`config.mk`:
```
export PLATFORM = sky130hd
export DESIGN_NAME = fp_mul_top
export DESIGN_NICKNAME = d
export VERILOG_FILES = /design/src/fp_mul_pkg.sv /design/src/fp_stage_if.sv /design/src/fp_stage_reg.sv /design/src/fp_operand_classify.sv /design/src/fp_mantissa_mul.sv /design/src/fp_product_assemble.sv /design/src/fp_mul_top.sv
export SDC_FILE = /design/constraint.sdc
export NUM_CORES = 2
export LEC_CHECK = 0
export ABC_AREA = 1
export BUFFER_PORTS_ARGS = -buffer_cell sky130_fd_sc_hd__buf_2
export CORE_MARGIN = 3
export CORE_UTILIZATION = 25
export CTS_CLUSTER_DIAMETER = 40
export DETAILED_ROUTE_END_ITERATION = 12
export PLACE_DENSITY = 0.36
export SLEW_MARGIN = 15
export SYNTH_ARGS = -nofsm -noshare
export SYNTH_HDL_FRONTEND = slang
export SYNTH_SLANG_ARGS = --single-unit
```
`constraint.sdc`:
```
create_clock -name clk -period 16.6 [get_ports clk]
set_clock_uncertainty 0.05 [all_clocks]
set_input_delay 4.15 -clock clk [delete_from_list [all_inputs] [get_ports clk]]
set_output_delay 4.15 -clock clk [all_outputs]
set_load 0.01 [all_outputs]
```
`src/fp_mul_pkg.sv`:
```
// binary32 format constants and stage record types for the pipelined multiply front end
package fp_mul_pkg;

    //////////////////////////////////////////////////
    // binary32 format
    localparam int FLEN       = 32;
    localparam int EXPO_WIDTH = 8;
    localparam int FRAC_WIDTH = 23;
    localparam int EXPO_BIAS  = 127;
    localparam int GRS_WIDTH  = 3;

    typedef logic [FLEN-1:0] fp_word_t;
    typedef logic [2:0]      rm_t;

    // default quiet NaN
    localparam fp_word_t CANONICAL_NAN = 32'h7FC0_0000;

    // frac carries the hidden bit on top
    typedef struct packed {
        logic                  sign;
        logic [EXPO_WIDTH-1:0] expo;
        logic [FRAC_WIDTH:0]   frac;
    } operand_t;

    typedef struct packed {
        logic zero;
        logic subnormal;
        logic inf;
        logic qnan;
        logic snan;
    } operand_class_t;

    typedef struct packed {
        logic invalid;
        logic nan;
        logic inf;
        logic zero;
    } mul_flags_t;

    //////////////////////////////////////////////////
    // stage records
    typedef struct packed {
        operand_t   rs1;
        operand_t   rs2;
        mul_flags_t flags;
        rm_t        rm;
    } classify_payload_t;

    typedef struct packed {
        logic                  rs1_sign;
        logic                  rs2_sign;
        logic [EXPO_WIDTH-1:0] rs1_expo;
        logic [EXPO_WIDTH-1:0] rs2_expo;
        mul_flags_t            flags;
        rm_t                   rm;
    } product_payload_t;

    // unrounded record for the rounding unit
    typedef struct packed {
        fp_word_t             rd;
        logic                 safe;
        logic                 hidden;
        logic [GRS_WIDTH-1:0] grs;
        logic                 expo_overflow;
        logic                 underflow;
        logic                 invalid;
        rm_t                  rm;
    } result_payload_t;

    // subnormals flush to zero, so a zero exponent means no hidden bit and no fraction
    function automatic operand_t unpack_operand(input fp_word_t word);
        operand_t op;
        op.sign = word[FLEN-1];
        op.expo = word[FLEN-2 -: EXPO_WIDTH];
        if (op.expo == '0) begin
            op.frac = '0;
        end else begin
            op.frac = {1'b1, word[FRAC_WIDTH-1:0]};
        end
        return op;
    endfunction

endpackage

```
`src/fp_stage_if.sv`:
```
// one pipeline hop between two stages with valid, id, payload and a backward advance
`timescale 1ns/1ps

interface fp_stage_if #(
    parameter int  ID_WIDTH  = 4,
    parameter type payload_t = logic
) ();

    // held by the producer until advance is seen at a clock edge
    logic                valid;
    logic [ID_WIDTH-1:0] id;
    payload_t            payload;

    // from the consumer: the producer register may load this cycle
    logic                advance;

    modport producer (
        output valid,
        output id,
        output payload,
        input  advance
    );

    modport consumer (
        input  valid,
        input  id,
        input  payload,
        output advance
    );

endinterface

```
`src/fp_stage_reg.sv`:
```
// pipeline stage register holding one item, loaded whenever the downstream hop advances
`timescale 1ns/1ps

module fp_stage_reg #(
    parameter int  ID_WIDTH  = 4,
    parameter type payload_t = fp_mul_pkg::classify_payload_t
) (
    input  logic                clk,
    input  logic                rst_n,
    input  logic                in_valid,
    input  logic [ID_WIDTH-1:0] in_id,
    input  payload_t            in_payload,
    fp_stage_if.producer        downstream
);

    logic                valid_q;
    logic [ID_WIDTH-1:0] id_q;
    payload_t            payload_q;

    // a bubble loads as well, which empties the stage
    always_ff @(posedge clk) begin
        if (!rst_n) begin
            valid_q <= 1'b0;
        end else if (downstream.advance) begin
            valid_q <= in_valid;
        end
    end

    always_ff @(posedge clk) begin
        if (downstream.advance) begin
            id_q      <= in_id;
            payload_q <= in_payload;
        end
    end

    assign downstream.valid   = valid_q;
    assign downstream.id      = id_q;
    assign downstream.payload = payload_q;

endmodule

```
`src/fp_operand_classify.sv`:
```
// classify stage: decodes both operands and forms the special-case flags of the product
`timescale 1ns/1ps

module fp_operand_classify #(
    parameter int ID_WIDTH = 4
) (
    input  logic                 clk,
    input  logic                 rst_n,
    input  logic                 in_valid,
    output logic                 in_ready,
    input  logic [ID_WIDTH-1:0]  in_id,
    input  fp_mul_pkg::fp_word_t rs1,
    input  fp_mul_pkg::fp_word_t rs2,
    input  fp_mul_pkg::rm_t      rm,
    fp_stage_if.producer         out
);

    localparam int EXPO_WIDTH = fp_mul_pkg::EXPO_WIDTH;
    localparam int FRAC_WIDTH = fp_mul_pkg::FRAC_WIDTH;

    fp_mul_pkg::operand_class_t    rs1_cls;
    fp_mul_pkg::operand_class_t    rs2_cls;
    logic                          rs1_zero;
    logic                          rs2_zero;
    logic                          rs1_nan;
    logic                          rs2_nan;
    fp_mul_pkg::mul_flags_t        flags;
    fp_mul_pkg::classify_payload_t cls_payload;

    // field decode, quiet bit is the top fraction bit
    function automatic fp_mul_pkg::operand_class_t decode_class(
        input fp_mul_pkg::fp_word_t word
    );
        fp_mul_pkg::operand_class_t cls;
        logic expo_zero;
        logic expo_ones;
        logic frac_zero;
        expo_zero     = ~|word[fp_mul_pkg::FLEN-2 -: EXPO_WIDTH];
        expo_ones     = &word[fp_mul_pkg::FLEN-2 -: EXPO_WIDTH];
        frac_zero     = ~|word[FRAC_WIDTH-1:0];
        cls.zero      = expo_zero & frac_zero;
        cls.subnormal = expo_zero & ~frac_zero;
        cls.inf       = expo_ones & frac_zero;
        cls.qnan      = expo_ones & word[FRAC_WIDTH-1];
        cls.snan      = expo_ones & ~frac_zero & ~word[FRAC_WIDTH-1];
        return cls;
    endfunction

    assign rs1_cls = decode_class(rs1);
    assign rs2_cls = decode_class(rs2);

    // subnormal operands count as zero
    assign rs1_zero = rs1_cls.zero | rs1_cls.subnormal;
    assign rs2_zero = rs2_cls.zero | rs2_cls.subnormal;
    assign rs1_nan  = rs1_cls.qnan | rs1_cls.snan;
    assign rs2_nan  = rs2_cls.qnan | rs2_cls.snan;

    //////////////////////////////////////////////////
    // special-case flags
    assign flags.invalid = (rs1_zero & rs2_cls.inf) | (rs1_cls.inf & rs2_zero)
                         | rs1_cls.snan | rs2_cls.snan;
    assign flags.nan     = flags.invalid | rs1_nan | rs2_nan;
    assign flags.inf     = ((rs1_cls.inf & ~rs2_zero) | (~rs1_zero & rs2_cls.inf)) & ~flags.nan;
    assign flags.zero    = (rs1_zero | rs2_zero) & ~flags.nan;

    assign cls_payload.rs1   = fp_mul_pkg::unpack_operand(rs1);
    assign cls_payload.rs2   = fp_mul_pkg::unpack_operand(rs2);
    assign cls_payload.flags = flags;
    assign cls_payload.rm    = rm;

    fp_stage_reg #(
        .ID_WIDTH  (ID_WIDTH),
        .payload_t (fp_mul_pkg::classify_payload_t)
    ) cls_reg (
        .clk        (clk),
        .rst_n      (rst_n),
        .in_valid   (in_valid),
        .in_id      (in_id),
        .in_payload (cls_payload),
        .downstream (out)
    );

    assign in_ready = out.advance;

endmodule

```
`src/fp_mantissa_mul.sv`:
```
// two-stage unsigned mantissa multiplier stepped by the pipeline advance strobes
`timescale 1ns/1ps

module fp_mantissa_mul #(
    parameter int WIDTH = fp_mul_pkg::FRAC_WIDTH + 1
) (
    input  logic               clk,
    input  logic               advance1,
    input  logic               advance2,
    input  logic [WIDTH-1:0]   a,
    input  logic [WIDTH-1:0]   b,
    output logic [2*WIDTH-1:0] product
);

    logic [WIDTH-1:0]   a_q;
    logic [WIDTH-1:0]   b_q;
    logic [2*WIDTH-1:0] product_d;
    logic [2*WIDTH-1:0] product_q;

    //////////////////////////////////////////////////
    // operand stage
    // loads together with the classify register
    always_ff @(posedge clk) begin
        if (advance1) begin
            a_q <= a;
            b_q <= b;
        end
    end

    //////////////////////////////////////////////////
    // product stage
    assign product_d = a_q * b_q;

    // loads together with the multiply stage register,
    // so the product follows its item through a stall
    always_ff @(posedge clk) begin
        if (advance2) begin
            product_q <= product_d;
        end
    end

    assign product = product_q;

endmodule

```
`src/fp_product_assemble.sv`:
```
// assemble stage: sign, exponent, guard/round/sticky and special results into the output record
`timescale 1ns/1ps

module fp_product_assemble #(
    parameter int ID_WIDTH = 4
) (
    input  logic                                     clk,
    input  logic                                     rst_n,
    fp_stage_if.consumer                             in,
    input  logic [2*(fp_mul_pkg::FRAC_WIDTH+1)-1:0] product,
    output logic                                     out_valid,
    input  logic                                     out_ack,
    output logic [ID_WIDTH-1:0]                      out_id,
    output fp_mul_pkg::result_payload_t              out_result
);

    localparam int EXPO_WIDTH = fp_mul_pkg::EXPO_WIDTH;
    localparam int FRAC_WIDTH = fp_mul_pkg::FRAC_WIDTH;
    localparam int GRS_WIDTH  = fp_mul_pkg::GRS_WIDTH;

    fp_mul_pkg::mul_flags_t      flags;
    logic                        res_sign;
    logic [EXPO_WIDTH+1:0]       expo_sum;
    logic [EXPO_WIDTH:0]         res_expo;
    logic                        underflow;
    logic                        special;
    logic [FRAC_WIDTH+1:0]       res_mant;
    logic [FRAC_WIDTH-1:0]       residual;
    logic [GRS_WIDTH-1:0]        grs;
    fp_mul_pkg::fp_word_t        special_word;
    fp_mul_pkg::result_payload_t result_d;
    logic                        advance;

    assign flags    = in.payload.flags;
    assign res_sign = in.payload.rs1_sign ^ in.payload.rs2_sign;

    //////////////////////////////////////////////////
    // exponent
    // sign bit on top of the 9-bit result exponent
    assign expo_sum = {2'b00, in.payload.rs1_expo} + {2'b00, in.payload.rs2_expo}
                    - (EXPO_WIDTH+2)'(fp_mul_pkg::EXPO_BIAS);
    assign underflow = expo_sum[EXPO_WIDTH+1];
    assign res_expo  = expo_sum[EXPO_WIDTH:0] & {(EXPO_WIDTH+1){~flags.zero}};

    //////////////////////////////////////////////////
    // mantissa
    // {safe, hidden, fraction} from the top of the product
    assign res_mant = product[2*FRAC_WIDTH+1 -: FRAC_WIDTH+2];
    assign residual = product[FRAC_WIDTH-1:0];
    assign grs      = {residual[FRAC_WIDTH-1 -: GRS_WIDTH-1],
                       |residual[FRAC_WIDTH-GRS_WIDTH:0]};

    // special results
    assign special = flags.inf | flags.nan | flags.zero;

    always_comb begin
        if (flags.inf) begin
            special_word = {res_sign, {EXPO_WIDTH{1'b1}}, {FRAC_WIDTH{1'b0}}};
        end else if (flags.nan) begin
            special_word = fp_mul_pkg::CANONICAL_NAN;
        end else begin
            special_word = {res_sign, {(fp_mul_pkg::FLEN-1){1'b0}}};
        end
    end

    always_comb begin
        result_d.rd            = special ? special_word
                               : {res_sign, res_expo[EXPO_WIDTH-1:0], res_mant[FRAC_WIDTH-1:0]};
        result_d.safe          = res_mant[FRAC_WIDTH+1];
        result_d.hidden        = res_mant[FRAC_WIDTH];
        result_d.grs           = special ? '0 : grs;
        // a negative sum also sets bit 8, which is not an overflow
        result_d.expo_overflow = res_expo[EXPO_WIDTH] & ~underflow & ~special;
        result_d.underflow     = underflow & ~special;
        result_d.invalid       = flags.invalid;
        result_d.rm            = in.payload.rm;
    end

    //////////////////////////////////////////////////
    // output register and advance chain end
    assign advance    = ~out_valid | out_ack;
    assign in.advance = ~in.valid | advance;

    always_ff @(posedge clk) begin
        if (!rst_n) begin
            out_valid <= 1'b0;
        end else if (advance) begin
            out_valid <= in.valid;
        end
    end

    always_ff @(posedge clk) begin
        if (advance) begin
            out_id     <= in.id;
            out_result <= result_d;
        end
    end

endmodule

```
`src/fp_mul_top.sv`:
```
// single-precision multiply front end: classify, multiply and assemble stages with stall chain
`timescale 1ns/1ps

module fp_mul_top #(
    parameter int ID_WIDTH = 4
) (
    input  logic                   clk,
    input  logic                   rst_n,
    // request side
    input  logic                   in_valid,
    output logic                   in_ready,
    input  logic [ID_WIDTH-1:0]    in_id,
    input  fp_mul_pkg::fp_word_t   rs1,
    input  fp_mul_pkg::fp_word_t   rs2,
    input  fp_mul_pkg::rm_t        rm,
    // result side
    output logic                   out_valid,
    input  logic                   out_ack,
    output logic [ID_WIDTH-1:0]    out_id,
    output fp_mul_pkg::fp_word_t   out_rd,
    output logic                   out_safe,
    output logic                   out_hidden,
    output logic [2:0]             out_grs,
    output logic                   out_expo_overflow,
    output logic                   out_underflow,
    output logic                   out_invalid,
    output fp_mul_pkg::rm_t        out_rm
);

    fp_mul_pkg::operand_t         rs1_op;
    fp_mul_pkg::operand_t         rs2_op;
    fp_mul_pkg::product_payload_t mul_payload;
    fp_mul_pkg::result_payload_t  result;
    logic [2*(fp_mul_pkg::FRAC_WIDTH+1)-1:0] product;

    fp_stage_if #(.ID_WIDTH(ID_WIDTH), .payload_t(fp_mul_pkg::classify_payload_t)) cls_to_mul ();
    fp_stage_if #(.ID_WIDTH(ID_WIDTH), .payload_t(fp_mul_pkg::product_payload_t))  mul_to_asm ();

    //////////////////////////////////////////////////
    // classify stage
    fp_operand_classify #(.ID_WIDTH(ID_WIDTH)) classify (
        .clk      (clk),
        .rst_n    (rst_n),
        .in_valid (in_valid),
        .in_ready (in_ready),
        .in_id    (in_id),
        .rs1      (rs1),
        .rs2      (rs2),
        .rm       (rm),
        .out      (cls_to_mul)
    );

    // multiply stage is the consumer of the classify hop
    assign cls_to_mul.advance = ~cls_to_mul.valid | mul_to_asm.advance;

    // multiplier operands enter alongside the classify register
    assign rs1_op = fp_mul_pkg::unpack_operand(rs1);
    assign rs2_op = fp_mul_pkg::unpack_operand(rs2);

    fp_mantissa_mul #(.WIDTH(fp_mul_pkg::FRAC_WIDTH + 1)) mantissa_mul (
        .clk      (clk),
        .advance1 (cls_to_mul.advance),
        .advance2 (mul_to_asm.advance),
        .a        (rs1_op.frac),
        .b        (rs2_op.frac),
        .product  (product)
    );

    //////////////////////////////////////////////////
    // multiply stage
    assign mul_payload.rs1_sign = cls_to_mul.payload.rs1.sign;
    assign mul_payload.rs2_sign = cls_to_mul.payload.rs2.sign;
    assign mul_payload.rs1_expo = cls_to_mul.payload.rs1.expo;
    assign mul_payload.rs2_expo = cls_to_mul.payload.rs2.expo;
    assign mul_payload.flags    = cls_to_mul.payload.flags;
    assign mul_payload.rm       = cls_to_mul.payload.rm;

    fp_stage_reg #(.ID_WIDTH(ID_WIDTH), .payload_t(fp_mul_pkg::product_payload_t)) mul_reg (
        .clk        (clk),
        .rst_n      (rst_n),
        .in_valid   (cls_to_mul.valid),
        .in_id      (cls_to_mul.id),
        .in_payload (mul_payload),
        .downstream (mul_to_asm)
    );

    //////////////////////////////////////////////////
    // assemble stage
    fp_product_assemble #(.ID_WIDTH(ID_WIDTH)) assemble (
        .clk        (clk),
        .rst_n      (rst_n),
        .in         (mul_to_asm),
        .product    (product),
        .out_valid  (out_valid),
        .out_ack    (out_ack),
        .out_id     (out_id),
        .out_result (result)
    );

    assign out_rd            = result.rd;
    assign out_safe          = result.safe;
    assign out_hidden        = result.hidden;
    assign out_grs           = result.grs;
    assign out_expo_overflow = result.expo_overflow;
    assign out_underflow     = result.underflow;
    assign out_invalid       = result.invalid;
    assign out_rm            = result.rm;

endmodule

```
==> impl_metrics.yaml <==
run_status:
  run_status: "finished clean"
sta:
  timing.max_slew.rel_slack_pct: 48.52
  clock.fmax_mhz: 105.1
  setup_total_negative_slack_ps: 0
  finalMaxSlewViolations: 0
  fin_crit_ps: 9515
  final_min_period_over_clock_period_pct: 57.32
  worst_tran_pin_value_ps: 767.5
  timing.hold.ws_ps: 335.1
  unrepaired_setup_endpoints_after_global_routing: "no"
  number_of_hold_violations_in_the_final_report: 0
  finalSetupViolCount: 0
finish:
  area_growth_pct: 14.15
  design.final.nets: 4227
  antenna_diodes: 0
  share_of_layout_cells_above_drive_strength_1_pct: 8.037
  postLayoutCoreUtil_pct: 28.83
floorplan:
  dieArea_sq_mm: 0.1160
  placementRows: 122
  core_outline_area_sq_mm: 0.1108
  initial_cell_density_of_the_core_pct: 25.25
  dieHeight_um: 340.6
  io_pins: 124
  die_w_um: 340.6
routing:
  final_antenna_net_count: 0
  post_drt_via_cell_ratio: 4.087
  remaining_drc_errors: 0
  routed-via-count: 20470
  wl_um: 85520
  drt_pre_antenna_iters: 5
  wire_per_inst_um: 17.07
  dr.first_iter.drc_count: 962
clocking:
  cts_resized: 0
  htree_num_levels: 2
  cts_tree: "built"
  worstSkewPairLatency_ps: 580
  ctsLongestPathBuffers: 3
  ctsRootBufferMaster: "sky130_fd_sc_hd__clkbuf_16"
  cts_post_setup_buffers_inserted: 0
  postCtsHoldBufs: 0
  clock-sinks: 204
  cts_buffers: 44
  clk_pin_slew_ps: 50
logic_synthesis:
  netlist-cell-type-count: 36
  main_combinational_cell_family_by_area_after_synthesis: "adder cells"
  synth-xor-area-share_pct: 0.7824
  synthMuxAreaShare_pct: 0
  synth.cell_area_sq_mm: 0.02799
  syn-num-nets: 4108
  syn_inst: 3367
  synth_warnings: 0
  yosysSeqAreaShare_pct: 21.78
  synthSimpleGateAreaFrac_pct: 16.93
  synth-compound-area-share_pct: 2.258
  ys_seq_elements: 204
  avgSynthCellArea_sq_um: 8.312
  adder_cell_share_of_the_synthesized_area_pct: 42.73
setup_path:
  arrival_ps: 5320
  critical_path_required_ps: 12400
  crit_fanout: 31
  crit_path_max_delay_cell_type: "sky130_fd_sc_hd__nand2_4"
  worstSetupStartpointType: "input pin"
  critical-path-top-delay-family: "simple AND/OR/NAND/NOR gates"
  cp_common_cell: "sky130_fd_sc_hd__buf_2"
  timing.critical_path.from: "out_ack"
  path_class: "in2out"
  worst_path_largest_cell_delay_ps: 370
  source_of_the_worst_register_to_register_timing_path: "mantissa_mul.a_q[18]"
  element_type_at_the_critical_path_end: "primary output"
  buffers_plus_inverters_on_the_worst_setup_path: 3
  critical_path.cell_chain: "buf_2 > inv_1 > nand2_2 > nor2_1 > nand2_4 > buf_2"
grt:
  grt_antenna_before_repair: 0
  grt_pass1_vias: 22690
  grt_usage_pct: 15.21
  grt-ovfl-total: 0
  largest_net_degree_at_the_start_of_global_routing: 51
  global_route_wire_length_before_repair_um: 135100
min_path:
  timing.hold.worst.start: "classify.cls_reg.downstream.payload[31]"
  timing.hold.worst.class: "reg2reg"
placement:
  post-dp-hpwl_um: 67450
  place.gp.congestion: 0.8220
  port-buffer-count: 123
run:
  maxCapViolations: 0
[worst reg2reg max path, delay by kind of cell, from the launching register on]
family                   cells  cell delay, ps
flip-flops                   1             310
AO/OA/AOI/OAI                3             830
AND/OR/NAND/NOR              6             590
buffers and inverters        6             680
adder cells (fa/ha/maj)      8            4050
[synthesized netlist by cell type]
cell type	instances	area (sq um)
sky130_fd_sc_hd__dfxtp_1	3	60.06
sky130_fd_sc_hd__a21o_1	1	7.510
sky130_fd_sc_hd__nor2_1	185	694.4
sky130_fd_sc_hd__o21a_1	2	15.01
sky130_fd_sc_hd__o31ai_1	1	7.510
sky130_fd_sc_hd__clkinv_1	4	15.01
sky130_fd_sc_hd__nor3_2	1	10.01
sky130_fd_sc_hd__nand2_2	6	37.54
sky130_fd_sc_hd__clkbuf_1	102	382.9
sky130_fd_sc_hd__inv_1	1041	3908
sky130_fd_sc_hd__nor4_1	3	18.77
sky130_fd_sc_hd__o21ai_1	9	45.04
sky130_fd_sc_hd__xor2_1	21	183.9
sky130_fd_sc_hd__xnor2_1	4	35.03
sky130_fd_sc_hd__edfxtp_1	201	6036
sky130_fd_sc_hd__o21bai_2	1	11.26
sky130_fd_sc_hd__and2_1	1	6.260
sky130_fd_sc_hd__nor3b_2	1	12.51
sky130_fd_sc_hd__and3_1	1	6.260
sky130_fd_sc_hd__o21ai_0	32	160.2
sky130_fd_sc_hd__a31oi_1	1	6.260
sky130_fd_sc_hd__nand3_2	1	10.01
sky130_fd_sc_hd__nor3_1	4	20.02
sky130_fd_sc_hd__a21oi_2	2	17.52
sky130_fd_sc_hd__a21oi_1	61	305.3
sky130_fd_sc_hd__o21bai_1	4	30.03
sky130_fd_sc_hd__nand4_1	32	200.2
sky130_fd_sc_hd__nand3_1	62	310.3
sky130_fd_sc_hd__or2_2	1	6.260
sky130_fd_sc_hd__nor2_2	8	50.05
sky130_fd_sc_hd__ha_1	183	2290
sky130_fd_sc_hd__fa_1	483	9669
sky130_fd_sc_hd__nand2_1	890	3341
sky130_fd_sc_hd__nand3b_1	2	15.01
sky130_fd_sc_hd__inv_2	10	37.54
sky130_fd_sc_hd__o21ai_2	3	26.28
[cells in the final DEF (no fill, tap or decap), types with 5 or more instances in the layout]
master                       instances
sky130_fd_sc_hd__a21oi_1            61
sky130_fd_sc_hd__buf_2             123
sky130_fd_sc_hd__buf_4              52
sky130_fd_sc_hd__clkbuf_1            7
sky130_fd_sc_hd__clkbuf_16          44
sky130_fd_sc_hd__clkinv_1            7
sky130_fd_sc_hd__clkinv_2            5
sky130_fd_sc_hd__clkinv_4            6
sky130_fd_sc_hd__clkinvlp_4          5
sky130_fd_sc_hd__edfxtp_1          201
sky130_fd_sc_hd__fa_1              483
sky130_fd_sc_hd__ha_1              183
sky130_fd_sc_hd__inv_1            1040
sky130_fd_sc_hd__inv_2              10
sky130_fd_sc_hd__nand2_1           888
sky130_fd_sc_hd__nand2_2             7
sky130_fd_sc_hd__nand3_1            62
sky130_fd_sc_hd__nand4_1            32
sky130_fd_sc_hd__nor2_1            185
sky130_fd_sc_hd__nor2_2              8
sky130_fd_sc_hd__o21ai_0            32
sky130_fd_sc_hd__o21ai_1             9
sky130_fd_sc_hd__xor2_1             21
[flip-flops by register name, summed over array words and instances, names as in the netlist]
signal	flops
mantissa_mul.product	48
assemble.out_result	43
mul_reg.downstream.valid	1
assemble.out_valid	1
assemble.out_id	4
mul_reg.downstream.payload	25
mantissa_mul.a_q	24
mul_reg.downstream.id	4
classify.cls_reg.downstream.id	4
mantissa_mul.b_q	24
classify.cls_reg.downstream.payload	25
classify.cls_reg.downstream.valid	1
[metrics by stage]
step	setup slack, ps	std cells	area (sq um)
2_1_floorplan	5230	3367	27990
3_3_place_gp	7047	4928	30480
3_5_place_dp	7062	4928	30480
4_1_cts	7054	5009	31950
5_1_grt	6968	5009	31950
6_report	7085	5009	31950
[routing by layer]
metal | global-route usage, % | wire, um | up-vias
li1 | - | - | 9904
met1 | 21.54 | 41780 | 10210
met2 | 25.73 | 40120 | 283
met3 | 1.392 | 2633 | 71
met4 | 2.233 | 986 | 0
met5 | 0 | 0 | -
[worst paths after layout]
check / to / slack, ps / cells after the start
worst max-delay path: in_ready / 7080 / 6
worst min-delay path: mul_reg.downstream.payload[7] / 340 / 0
worst min register to register: mul_reg.downstream.payload[7] / 340 / 0
worst max register to register: mantissa_mul.product[34] / 9870 / 23
[logic make-up (layout without fill, tap and decap cells)]
kind of cell             after synthesis  in the layout
AND/OR/NAND/NOR                     1198           1198
buffers and inverters               1157           1311
adder cells (fa/ha/maj)              666            666
flip-flops                           204            204
AO/OA/AOI/OAI                        117            117
XOR/XNOR                              25             25
[area by class of cell]
cell class,instances,area [sq um]
Clock buffer,51,1127
Clock inverter,30,335.3
Fill cell,12190,78880
Inverter,1055,3961
Multi-Input combinational cell,2006,17560
Sequential cell,204,6096
Tap cell,1488,1862
Timing Repair Buffer,175,1006
Power is left out: the tool's default activity adds up to more than one toggle a clock period on the data nets, which glitch-free logic cannot reach.
